===== src/include/sdram_timing_macros.svh =====
// SDRAM scheduler constants
// Device geometry, bank timings in clock cycles and refresh control
`ifndef SDRAM_TIMING_MACROS_SVH
`define SDRAM_TIMING_MACROS_SVH

// Device geometry
`define SDRAM_BANKS        4
`define SDRAM_BA_W         2
`define SDRAM_ROW_W        13
`define SDRAM_COL_W        10
`define SDRAM_DQ_W         16

// Bank timer reload values
`define SDRAM_T_RCD        3
`define SDRAM_T_RAS        6
`define SDRAM_T_RP         3
`define SDRAM_T_RC         8
`define SDRAM_TMR_W        4

// Read latency and refresh
`define SDRAM_CL           2
`define SDRAM_T_REFI       200
`define SDRAM_REF_PEND_MAX 7

`endif


===== src/source/sdram_dev_pkg.sv =====
// SDRAM device side types
// Command encoding on the pins and the bank, row, column and data vectors
`include "sdram_timing_macros.svh"

package sdram_dev_pkg;

  // Command word on the pins
  typedef enum logic [2:0] {
    NOP = 3'd0,
    ACT = 3'd1,
    RD  = 3'd2,
    WR  = 3'd3,
    PRE = 3'd4,
    REF = 3'd5
  } sdram_cmd_e;

  typedef logic [`SDRAM_BA_W-1:0]  ba_t;
  typedef logic [`SDRAM_ROW_W-1:0] row_t;
  typedef logic [`SDRAM_COL_W-1:0] col_t;
  typedef logic [`SDRAM_DQ_W-1:0]  dq_t;

  // Address bus is as wide as a row
  typedef logic [`SDRAM_ROW_W-1:0] addr_t;

endpackage


===== src/source/sdram_host_pkg.sv =====
// Scheduler control types
// FSM states and the bank timer counter vector
`include "sdram_timing_macros.svh"

package sdram_host_pkg;

  // ST_REF_PRE waits out tRP after a precharge-all before REF
  typedef enum logic {
    ST_IDLE    = 1'b0,
    ST_REF_PRE = 1'b1
  } sched_state_e;

  typedef logic [`SDRAM_TMR_W-1:0] tmr_t;

endpackage


===== src/source/bank_if.sv =====
// Bank status and command link
// Carries the issued command to the tracker and bank state back to the FSM
`timescale 1ns/10ps
`include "sdram_timing_macros.svh"

interface bank_if
  import sdram_dev_pkg::*;
();

  // Command being registered to the pins, row carries the full address
  sdram_cmd_e              cmd;
  ba_t                     ba;
  row_t                    row;

  // Per bank status
  logic [`SDRAM_BANKS-1:0] bank_open;
  row_t                    open_row [`SDRAM_BANKS];
  logic [`SDRAM_BANKS-1:0] rcd_done;
  logic [`SDRAM_BANKS-1:0] ras_done;
  logic [`SDRAM_BANKS-1:0] rp_done;
  logic                    rc_done;

  modport tracker (
    input  cmd, ba, row,
    output bank_open, open_row, rcd_done, ras_done, rp_done, rc_done
  );

  modport fsm (
    output cmd, ba, row,
    input  bank_open, open_row, rcd_done, ras_done, rp_done, rc_done
  );

endinterface


===== src/source/bank_tracker.sv =====
// Bank tracker
// Open row table per bank with tRCD, tRAS and tRP timers
// and one shared tRC timer
`timescale 1ns/10ps
`include "sdram_timing_macros.svh"

module bank_tracker
  import sdram_dev_pkg::*;
  import sdram_host_pkg::*;
(
  input  logic    clk_i,
  input  logic    rst_ni,
  bank_if.tracker bank
);

  localparam int NB  = `SDRAM_BANKS;
  // Timer slots: tRCD per bank, tRAS per bank, tRP per bank, then tRC
  localparam int NT  = 3*NB + 1;
  localparam int A10 = 10;

  logic [NB-1:0] open_q;
  logic [NB-1:0] open_set;
  logic [NB-1:0] open_clr;
  row_t          open_row_q [NB];
  logic [NT-1:0] load;
  logic [NT-1:0] done_q;
  tmr_t          cnt_q [NT];

  function automatic tmr_t reload_val(input int idx);
    tmr_t val;
    if (idx < NB)
      val = tmr_t'(`SDRAM_T_RCD);
    else if (idx < 2*NB)
      val = tmr_t'(`SDRAM_T_RAS);
    else if (idx < 3*NB)
      val = tmr_t'(`SDRAM_T_RP);
    else
      val = tmr_t'(`SDRAM_T_RC);
    return val;
  endfunction

  //////////////////////////////////////////////////
  // Command decode
  //////////////////////////////////////////////////
  always_comb
  begin
    load     = '0;
    open_set = '0;
    open_clr = '0;
    case (bank.cmd)
      ACT:
      begin
        load[bank.ba]      = 1'b1;
        load[NB + bank.ba] = 1'b1;
        open_set[bank.ba]  = 1'b1;
      end
      PRE:
        // A10 selects all banks
        if (bank.row[A10])
        begin
          load[3*NB-1:2*NB] = '1;
          open_clr          = '1;
        end
        else
        begin
          load[2*NB + bank.ba] = 1'b1;
          open_clr[bank.ba]    = 1'b1;
        end
      REF:     load[3*NB] = 1'b1;
      default: ;
    endcase
  end

  always_ff @(posedge clk_i or negedge rst_ni)
  begin
    if (!rst_ni)
      open_q <= '0;
    else
      open_q <= (open_q & ~open_clr) | open_set;
  end

  always_ff @(posedge clk_i)
  begin
    if (bank.cmd == ACT)
      open_row_q[bank.ba] <= bank.row;
  end

  //////////////////////////////////////////////////
  // Down counters, done flag set when count runs out
  //////////////////////////////////////////////////
  always_ff @(posedge clk_i or negedge rst_ni)
  begin
    if (!rst_ni)
    begin
      for (int i = 0; i < NT; i++)
      begin
        cnt_q[i]  <= '0;
        done_q[i] <= 1'b1;
      end
    end
    else
    begin
      for (int i = 0; i < NT; i++)
      begin
        if (load[i])
        begin
          cnt_q[i]  <= reload_val(i);
          done_q[i] <= (reload_val(i) == '0);
        end
        else if (!done_q[i])
        begin
          cnt_q[i]  <= cnt_q[i] - 1'b1;
          done_q[i] <= (cnt_q[i] == tmr_t'(1));
        end
      end
    end
  end

  assign bank.bank_open = open_q;
  assign bank.open_row  = open_row_q;
  assign bank.rcd_done  = done_q[NB-1:0];
  assign bank.ras_done  = done_q[2*NB-1:NB];
  assign bank.rp_done   = done_q[3*NB-1:2*NB];
  assign bank.rc_done   = done_q[3*NB];

endmodule


===== src/source/cmd_fsm.sv =====
// SDRAM command FSM
// Picks refresh, ACT, PRE, RD or WR each cycle from bank status
// and registers the command, address and write data to the pins
`timescale 1ns/10ps

module cmd_fsm
  import sdram_dev_pkg::*;
  import sdram_host_pkg::*;
(
  input  logic       clk_i,
  input  logic       rst_ni,

  // Host request
  input  logic       req_i,
  input  logic       we_i,
  input  ba_t        ba_i,
  input  row_t       row_i,
  input  col_t       col_i,
  input  dq_t        wdata_i,
  output logic       ack_o,

  // Refresh
  input  logic       ref_pending_i,
  output logic       ref_issued_o,

  bank_if.fsm        bank,

  // SDRAM pins
  output sdram_cmd_e sdram_cmd_o,
  output ba_t        sdram_ba_o,
  output addr_t      sdram_addr_o,
  output dq_t        sdram_dq_o,
  output logic       sdram_dqoe_o,
  output logic       rd_issued_o
);

  localparam int A10 = 10;

  sched_state_e state_q;
  sched_state_e state_d;
  sdram_cmd_e   cmd_d;
  ba_t          ba_d;
  addr_t        addr_d;
  logic         any_open;
  logic         all_rp_done;
  logic         open_ras_done;
  logic         row_hit;
  logic         req_vld;

  assign any_open      = |bank.bank_open;
  assign all_rp_done   = &bank.rp_done;
  // Every open bank may be precharged
  assign open_ras_done = &(bank.ras_done | ~bank.bank_open);
  assign row_hit       = bank.bank_open[ba_i] && (bank.open_row[ba_i] == row_i);
  // Request is already served while its ack is out
  assign req_vld       = req_i & ~ack_o;

  //////////////////////////////////////////////////
  // Next command
  //////////////////////////////////////////////////
  always_comb
  begin
    state_d = state_q;
    cmd_d   = NOP;
    ba_d    = ba_i;
    addr_d  = '0;
    case (state_q)
      ST_IDLE:
        if (ref_pending_i)
        begin
          // Refresh first, host waits
          if (bank.rc_done)
          begin
            if (any_open)
            begin
              if (open_ras_done)
              begin
                cmd_d       = PRE;
                addr_d[A10] = 1'b1;
                state_d     = ST_REF_PRE;
              end
            end
            else if (all_rp_done)
              cmd_d = REF;
          end
        end
        else if (req_vld)
        begin
          if (row_hit)
          begin
            if (bank.rcd_done[ba_i])
            begin
              cmd_d  = we_i ? WR : RD;
              addr_d = addr_t'(col_i);
            end
          end
          else if (!bank.bank_open[ba_i])
          begin
            // ACT also waits out tRC after a refresh
            if (bank.rp_done[ba_i] && bank.rc_done)
            begin
              cmd_d  = ACT;
              addr_d = row_i;
            end
          end
          else if (bank.ras_done[ba_i])
            cmd_d = PRE;
        end
      ST_REF_PRE:
        if (all_rp_done)
        begin
          cmd_d   = REF;
          state_d = ST_IDLE;
        end
      default: state_d = ST_IDLE;
    endcase
  end

  assign bank.cmd = cmd_d;
  assign bank.ba  = ba_d;
  assign bank.row = addr_d;

  //////////////////////////////////////////////////
  // Pin registers
  //////////////////////////////////////////////////
  always_ff @(posedge clk_i or negedge rst_ni)
  begin
    if (!rst_ni)
    begin
      state_q      <= ST_IDLE;
      sdram_cmd_o  <= NOP;
      ack_o        <= 1'b0;
      sdram_dqoe_o <= 1'b0;
      rd_issued_o  <= 1'b0;
      ref_issued_o <= 1'b0;
    end
    else
    begin
      state_q      <= state_d;
      sdram_cmd_o  <= cmd_d;
      ack_o        <= (cmd_d == RD) || (cmd_d == WR);
      sdram_dqoe_o <= (cmd_d == WR);
      rd_issued_o  <= (cmd_d == RD);
      ref_issued_o <= (cmd_d == REF);
    end
  end

  always_ff @(posedge clk_i)
  begin
    sdram_ba_o   <= ba_d;
    sdram_addr_o <= addr_d;
    if (cmd_d == WR)
      sdram_dq_o <= wdata_i;
  end

endmodule


===== src/source/rd_data_pipe.sv =====
// Read data return
// CAS latency shift pipeline that marks and captures returning read data
`timescale 1ns/10ps
`include "sdram_timing_macros.svh"

module rd_data_pipe
  import sdram_dev_pkg::*;
(
  input  logic clk_i,
  input  logic rst_ni,
  input  logic rd_issued_i,
  input  dq_t  sdram_dq_i,
  output logic rvalid_o,
  output dq_t  rdata_o
);

  localparam int CL = `SDRAM_CL;

  // Bit k is set k+1 cycles after RD, top bit is the valid flag itself
  logic [CL:0] vld_q;

  always_ff @(posedge clk_i or negedge rst_ni)
  begin
    if (!rst_ni)
      vld_q <= '0;
    else
      vld_q <= {vld_q[CL-1:0], rd_issued_i};
  end

  // DQ holds the read word CL cycles after RD
  always_ff @(posedge clk_i)
  begin
    if (vld_q[CL-1])
      rdata_o <= sdram_dq_i;
  end

  assign rvalid_o = vld_q[CL];

endmodule


===== src/source/refresh_timer.sv =====
// Refresh timer
// Interval counter with a saturating count of refreshes still owed
`timescale 1ns/10ps
`include "sdram_timing_macros.svh"

module refresh_timer
(
  input  logic clk_i,
  input  logic rst_ni,
  input  logic ref_issued_i,
  output logic ref_pending_o
);

  localparam int REFI_W = $clog2(`SDRAM_T_REFI);
  localparam int PEND_W = $clog2(`SDRAM_REF_PEND_MAX + 1);

  logic [REFI_W-1:0] interval_q;
  logic [PEND_W-1:0] pend_q;
  logic              expire;
  logic              pend_up;
  logic              pend_dn;

  assign expire = (interval_q == '0);

  // Period of SDRAM_T_REFI cycles
  always_ff @(posedge clk_i or negedge rst_ni)
  begin
    if (!rst_ni)
      interval_q <= REFI_W'(`SDRAM_T_REFI - 1);
    else if (expire)
      interval_q <= REFI_W'(`SDRAM_T_REFI - 1);
    else
      interval_q <= interval_q - 1'b1;
  end

  assign pend_up = expire & (pend_q != PEND_W'(`SDRAM_REF_PEND_MAX));
  assign pend_dn = ref_issued_i & (pend_q != '0);

  always_ff @(posedge clk_i or negedge rst_ni)
  begin
    if (!rst_ni)
      pend_q <= '0;
    else
      case ({pend_up, pend_dn})
        2'b10:   pend_q <= pend_q + 1'b1;
        2'b01:   pend_q <= pend_q - 1'b1;
        default: ;
      endcase
  end

  assign ref_pending_o = (pend_q != '0);

endmodule


===== src/source/sdram_sched_top.sv =====
// SDRAM command scheduler top level
// Connects the tracker, refresh timer, command FSM and read pipe
`timescale 1ns/10ps

module sdram_sched_top
  import sdram_dev_pkg::*;
(
  input  logic       clk_i,
  input  logic       rst_ni,

  // Host port
  input  logic       req_i,
  input  logic       we_i,
  input  ba_t        ba_i,
  input  row_t       row_i,
  input  col_t       col_i,
  input  dq_t        wdata_i,
  output logic       ack_o,
  output logic       rvalid_o,
  output dq_t        rdata_o,

  // SDRAM pins
  output sdram_cmd_e sdram_cmd_o,
  output ba_t        sdram_ba_o,
  output addr_t      sdram_addr_o,
  output dq_t        sdram_dq_o,
  output logic       sdram_dqoe_o,
  input  dq_t        sdram_dq_i
);

  logic ref_pending;
  logic ref_issued;
  logic rd_issued;

  bank_if i_bank_if ();

  bank_tracker i_bank_tracker (
    .clk_i  (clk_i),
    .rst_ni (rst_ni),
    .bank   (i_bank_if.tracker)
  );

  refresh_timer i_refresh_timer (
    .clk_i         (clk_i),
    .rst_ni        (rst_ni),
    .ref_issued_i  (ref_issued),
    .ref_pending_o (ref_pending)
  );

  cmd_fsm i_cmd_fsm (
    .clk_i         (clk_i),
    .rst_ni        (rst_ni),
    .req_i         (req_i),
    .we_i          (we_i),
    .ba_i          (ba_i),
    .row_i         (row_i),
    .col_i         (col_i),
    .wdata_i       (wdata_i),
    .ack_o         (ack_o),
    .ref_pending_i (ref_pending),
    .ref_issued_o  (ref_issued),
    .bank          (i_bank_if.fsm),
    .sdram_cmd_o   (sdram_cmd_o),
    .sdram_ba_o    (sdram_ba_o),
    .sdram_addr_o  (sdram_addr_o),
    .sdram_dq_o    (sdram_dq_o),
    .sdram_dqoe_o  (sdram_dqoe_o),
    .rd_issued_o   (rd_issued)
  );

  rd_data_pipe i_rd_data_pipe (
    .clk_i       (clk_i),
    .rst_ni      (rst_ni),
    .rd_issued_i (rd_issued),
    .sdram_dq_i  (sdram_dq_i),
    .rvalid_o    (rvalid_o),
    .rdata_o     (rdata_o)
  );

endmodule


===== config.mk =====
export PLATFORM = sky130hd
export DESIGN_NAME = sdram_sched_top
export DESIGN_NICKNAME = d
export VERILOG_FILES = /design/src/source/sdram_dev_pkg.sv /design/src/source/sdram_host_pkg.sv /design/src/source/bank_if.sv /design/src/source/bank_tracker.sv /design/src/source/cmd_fsm.sv /design/src/source/rd_data_pipe.sv /design/src/source/refresh_timer.sv /design/src/source/sdram_sched_top.sv
export VERILOG_INCLUDE_DIRS = /design/src /design/src/include
export SDC_FILE = /design/constraint.sdc
export NUM_CORES = 1
export LEC_CHECK = 0
export ABC_CLOCK_PERIOD_IN_PS = 5800
export BUFFER_PORTS_ARGS = -buffer_cell sky130_fd_sc_hd__buf_2
export CORE_UTILIZATION = 45
export CTS_CLUSTER_DIAMETER = 120
export DETAILED_ROUTE_END_ITERATION = 16
export GPL_ROUTABILITY_DRIVEN = 0
export PLACE_DENSITY = 0.65
export SYNTH_ARGS = -nofsm -noshare
export SYNTH_HDL_FRONTEND = slang
export SYNTH_SLANG_ARGS = --single-unit

===== constraint.sdc =====
create_clock -name clk_i -period 5.8 [get_ports clk_i]
set_clock_uncertainty 0.05 [all_clocks]
set_input_delay 1.16 -clock clk_i [delete_from_list [all_inputs] [get_ports clk_i]]
set_output_delay 1.16 -clock clk_i [all_outputs]
set_load 0.05 [all_outputs]

# Word-level counts from Yosys, hierarchy flattened

Index checks and enable logic that the tools add are counted.

Eq/ne operators: 35
Add/sub/neg operators: 18
$lt $le $gt $ge: 9
Reductions and logical operators: 27
Multiplexer cells: 125
Bitwise logic cells: 12

Operators by type and width:

| cell                                                         | count |
|---|---|
| 2-to-1 mux 4 bit                                             | 43 |
| 2-to-1 mux 13 bit                                            | 8 |
| >= comparator 32 x 1 -> 1 bit (second input constant)        | 2 |
| less-than comparator 32 x 5 -> 1 bit (second input constant) | 2 |
| bitwise mux 52 bit                                           | 1 |
| equality test 4 x 1 -> 1 bit (second input constant)         | 13 |
| logical NOT 4 bit                                            | 13 |
| subtractor 4 x 1 -> 4 bit (second input constant)            | 13 |
| 2-to-1 mux 1 bit                                             | 43 |
| 2-to-1 mux 3 bit                                             | 10 |
| binary-select mux 13 bit (select 2 bit)                      | 1 |
| demux 13 bit (select 2 bit)                                  | 1 |
| != test 2 x 1 -> 1 bit (second input constant)               | 13 |
| one-hot mux 12 bit (2 select lines)                          | 1 |
| 2-to-1 mux 10 bit                                            | 2 |
| 2-to-1 mux 8 bit                                             | 2 |
| equality test 13 bit                                         | 1 |
| bitwise OR 4 x 13 -> 13 bit                                  | 1 |
| one-hot mux 3 bit (2 select lines)                           | 2 |
| binary-select mux 1 bit (select 2 bit)                       | 4 |
| demux 1 bit (select 4 bit)                                   | 2 |
| logical NOT 8 bit                                            | 1 |
| inverter 4 bit                                               | 2 |
| bitwise OR 4 bit                                             | 2 |
| 30 further kinds                                             | 43 |

Output and inout bits: 53
Flip-flop bits (word level): 190
Input port bits: 61
Logic and storage cells: 258

# Longest topological paths before layout

Depth after elaboration: 15
Gate-level depth with buffers: 12
Gate-level depth less buffers: 12

# Cells and area by module

Synthesis repeated with hierarchy kept, for this count alone.

Cell total of the unflattened synthesis: 571
Area, all modules: 8011.4 um^2

Modules (own cells, without submodules):

| module        | instances | cells each | seq. area each (um^2) | area an instance (um^2) |
|---|---|---|---|---|
| bank_tracker  | 1         | 371        | 3304.4                | 4951.0 |
| cmd_fsm       | 1         | 130        | 980.9                 | 1934.4 |
| refresh_timer | 1         | 51         | 281.5                 | 570.5 |
| rd_data_pipe  | 1         | 19         | 555.5                 | 555.5 |

# Least setup slack after synthesis

Ideal clock, no wire load.

Kind: input to register
Start: input ba_i[1]
End: register i_cmd_fsm.sdram_dq_o[0] (enable)
Stages: 10
Data required time: 5.360 ns
Setup time: 0.390 ns
Buffers on the path: 5
Arrival: 4.023 ns
Slack: 1.338 ns
Cell sequence: buf_2 -> buf_1 -> buf_2 -> mux4_2 -> xnor2_1 -> nand4_1 -> or4_1 -> buf_6 -> buf_6 -> nor2_1

Cells in the longest elaborated chain, start to end: 11
Elaborated cells between the ends (all ways): 24
Classes of those cells: eq/ne (2); mux (19); bitwise (1); reduce/logical (2)

Ends and longest elaborated chain:

| item                                                 | RTL line              | text |
|---|---|---|
| start, declared                                      | sdram_sched_top.sv:14 | `input ba_t ba_i,` |
| inverter 2 -> 3 bit (implied by the code)            | cmd_fsm.sv:54         | `assign row_hit = bank.bank_open[ba_i] && (bank.open_row[ba_i] == row_i);` |
| binary-select mux 13 bit (select 2 bit)              | cmd_fsm.sv:54         |  |
| 2-to-1 mux 13 bit (implied by the code) (2 in a row) | cmd_fsm.sv:54         |  |
| equality test 13 bit                                 | cmd_fsm.sv:54         |  |
| logical AND 1 bit                                    | cmd_fsm.sv:54         |  |
| 2-to-1 mux 3 bit *                                   | cmd_fsm.sv:89         | `if (row_hit)` |
| 2-to-1 mux 3 bit *                                   | cmd_fsm.sv:87         | `else if (req_vld)` |
| 2-to-1 mux 3 bit *                                   | cmd_fsm.sv:69         | `if (ref_pending_i)` |
| one-hot mux 3 bit (2 select lines) *                 | cmd_fsm.sv:67         | `case (state_q)` |
| equality test 3 x 2 -> 1 bit *                       | cmd_fsm.sv:152        | `if (cmd_d == WR)` |
| end signal, assigned                                 | cmd_fsm.sv:153        | `sdram_dq_o <= wdata_i;` |
| end, declared                                        | cmd_fsm.sv:32         | `output dq_t sdram_dq_o,` |

Every way passes the cells marked *; elsewhere a longest branch is shown, timed or not. The select of a mux whose other input is x is not followed.
A chain may end at the register's enable or synchronous reset.

# Worst setup path in the final report

Start: input ba_i[0]
End: register i_cmd_fsm.sdram_dq_o[12] (enable)

Same word-level chain as after synthesis.

==> impl_metrics.json <==
{
  "outcome": "completed",
  "wirelength_um": 15600,
  "fmax_ghz": 0.235,
  "setup.worst_path.start": "ba_i[0]",
  "postCtsHoldBufs": 0,
  "async_flop_share_pct": 47.9,
  "grt_pass1_wl_um": 26100,
  "tightest_slew_ps": 872,
  "cts_tree": "built",
  "layout_commonest_cell": "buf_2",
  "grt_max_degree": 54,
  "finalNonFillerCells": 954,
  "finalCriticalPeriod_ps": 4260,
  "p_per_area_nw_per_um2": 446,
  "dominantRegCellSynth": "edfxtp_1",
  "dr.pass1.iters": 5,
  "post_cts_buffers": 0,
  "p_leak_uw": 0.00402,
  "syn_area_um2": 8100,
  "synth_nets": 691,
  "port_buffers": 113,
  "hold_viol_final": 0,
  "row_count": 48,
  "vias": 4986,
  "slew_headroom_pct": 41.5,
  "crit_end": "i_cmd_fsm.sdram_dq_o[12]$_DFFE_PP_",
  "timing.rr.end": "i_cmd_fsm.sdram_dq_o[12]$_DFFE_PP_",
  "tns_ps": 0,
  "coreArea_um2": 17400,
  "avgSynthCellArea_um2": 13.5,
  "fin_crit_sh_pct": 73.5,
  "dp.cells": 922,
  "antenna_found_initial": 1,
  "syn_to_final_growth_pct": 17.0,
  "crit_path_end_kind": "register",
  "cp-start-kind": "primary input",
  "ys_seq_elements": 190,
  "ios": 114,
  "synth_edf_count": 84,
  "reg2regPathDepth": 7,
  "cp.required_ps": 5870,
  "antenna_left": 0,
  "diodes": 0,
  "fillCellCount": 1468,
  "grt_use_total_pct": 18.5,
  "wl_per_cell_um": 16.4,
  "drc_errors": 0,
  "synth-seq-area-share_pct": 63.2,
  "clockBufferDepth": 2,
  "clk_latency_ps": 430,
  "fin_nets": 807,
  "htreeDepth": 4,
  "numCtsBuffers": 17,
  "peakVddDrop_mv": 0.247,
  "cts_sinks": 190,
  "start_util_pct": 46.5,
  "post-dp-hpwl_um": 10900,
  "cts_root_buffer": "clkbuf_16",
  "dr.first_iter.drc_count": 194,
  "setup_viol": 0,
  "via_per_inst": 5.23,
  "synth_cell_types": 46,
  "die_w_um": 136,
  "r2r_setup_slack_ps": 2510,
  "postSynthCellCount": 600,
  "yosys_warnings": 0,
  "timing.rr.start": "i_bank_tracker.bank.open_row[35]$_DFFE_PP_",
  "multi_input_area_um2": 2700,
  "drive_above_1_share_pct": 26.9,
  "grt.overflow.total": 0,
  "final-max-slew-violation-count": 0,
  "hp-class": "reg -> reg",
  "die_h_um": 136,
  "regArea_um2": 5120,
  "worst_ep_arrival_time_ps": 4330,
  "grt_pass1_vias": 5314,
  "rsz0062_at_grt": "false",
  "maxCapViolCount": 0,
  "cts.reportedPaths.clkPinSlew_ps": 70,
  "post_cts_resized": 0,
  "critPathKind": "in -> reg",
  "worstPathMaxFanout": 24,
  "mostFrequentLayoutCells": "112 x buf_2, 84 x edfxtp_1, 73 x dfrtp_1, 55 x nor2_1, 40 x xnor2_1",
  "dieArea_um2": 18500
}
-- how the worst min path moves through the flow --
stage	startpoint	to	slack (ps)	cells past startpoint
floorplan	i_cmd_fsm.rd_issued_o$_DFF_PN0_	i_rd_data_pipe.vld_q[0]$_DFF_PN0_	280	0
global placement	i_cmd_fsm.rd_issued_o$_DFF_PN0_	i_rd_data_pipe.vld_q[0]$_DFF_PN0_	290	0
detailed placement	i_cmd_fsm.rd_issued_o$_DFF_PN0_	i_rd_data_pipe.vld_q[0]$_DFF_PN0_	310	0
CTS	i_cmd_fsm.rd_issued_o$_DFF_PN0_	i_rd_data_pipe.vld_q[0]$_DFF_PN0_	320	0
global route	i_rd_data_pipe.vld_q[0]$_DFF_PN0_	i_rd_data_pipe.vld_q[1]$_DFF_PN0_	330	0
finish	i_cmd_fsm.rd_issued_o$_DFF_PN0_	i_rd_data_pipe.vld_q[0]$_DFF_PN0_	320	0
-- where the power goes --
group | internal (uW) | switching [uW] | leakage, uW | total, uW
registers | 1740 | 262 | 0.00198 | 2000
clock network | 653 | 526 | 0.000294 | 1180
logic | 494 | 553 | 0.00174 | 1050
total | 2890 | 1340 | 0.00402 | 4230
-- worst max-delay path: stages --
cell and delay, ps:
buf_2 500, mux4_2 610, xor2_1 160, or4_1 570, or4_1 580, buf_4 280
nor2_1 200, buf_4 260
-- final cells by class --
| class | count | area share (%) |
|---|---|---|
| multi-input combinational | 347 | 28.4 |
| tap | 225 | 2.97 |
| timing repair buffer | 119 | 6.47 |
| inverter | 41 | 1.62 |
| clock inverter | 14 | 1.91 |
| sequential | 190 | 54.0 |
| clock buffer | 18 | 4.53 |
-- cell usage after synthesis (8+ instances only) --
master / number / area (um2)
mux4_2: 13 / 293
a32o_1: 10 / 100
inv_1: 37 / 139
dfstp_2: 18 / 473
nor2_1: 55 / 206
clkbuf_1: 12 / 45.0
o21ai_0: 12 / 60.1
a211oi_1: 11 / 82.6
nor4_1: 15 / 93.8
dfrtp_1: 73 / 1830
mux2i_1: 10 / 100
a21oi_1: 31 / 155
xor2_1: 14 / 123
dfxtp_1: 15 / 300
ha_1: 29 / 363
nor2b_1: 13 / 81.3
nand2_1: 20 / 75.1
xnor2_1: 40 / 350
edfxtp_1: 84 / 2520
nand2b_1: 8 / 50.1
-- per-stage QoR --
stage / setup WS [ps] / power [uW] / cell area [um2] / utilization, % / hold slack (ps)
final: 1540 / 4230 / 9480 / 54.4 / 316
after global routing: 1350 / 4500 / 9480 / 54.4 / 326
after CTS: 1500 / 4280 / 9480 / 54.4 / 324
after detailed placement: 1050 / 3080 / 8870 / 50.9 / 307
after global placement: 1150 / 3000 / 8870 / 50.9 / 295
after floorplan: 1340 / 2790 / 8100 / - / 281
-- sequential cells by signal (all words and copies together), names as in the netlist, 2 cells and up --
| name | flops |
|---|---|
| i_cmd_fsm.sdram_ba_o | 2 |
| i_bank_tracker.cnt_q | 52 |
| i_rd_data_pipe.rdata_o | 16 |
| i_cmd_fsm.sdram_addr_o | 13 |
| i_bank_tracker.done_q | 13 |
| i_cmd_fsm.sdram_cmd_o | 3 |
| i_rd_data_pipe.vld_q | 3 |
| i_bank_tracker.bank.open_row | 52 |
| i_refresh_timer.interval_q | 8 |
| i_bank_tracker.bank.bank_open | 4 |
| i_refresh_timer.pend_q | 3 |
| i_cmd_fsm.sdram_dq_o | 16 |
-- kinds of logic (layout without fill, tap and decap cells) --
logic type | count (synthesis) | count (layout) | synth area share, %
flip-flops | 190 | 190 | 63.2
AND/OR/NAND/NOR | 151 | 151 | 9.27
multiplexers | 31 | 31 | 6.52
XOR/XNOR | 54 | 54 | 5.84
AO/OA/AOI/OAI | 81 | 81 | 6.86
buffers and inverters | 63 | 192 | 3.57
adder cells (fa/ha/maj) | 30 | 30 | 4.73
-- routing by layer --
metal / up-vias / wire length [um] / global-route usage (%)
li1: 2374 / - / -
met3: 14 / 976 / 4.96
met4: 2 / 152 / 5.56
met5: - / 10 / 0
met2: 152 / 7930 / 31.8
met1: 2444 / 6580 / 22.7
No activity file was read; power rests on OpenSTA's default activity.
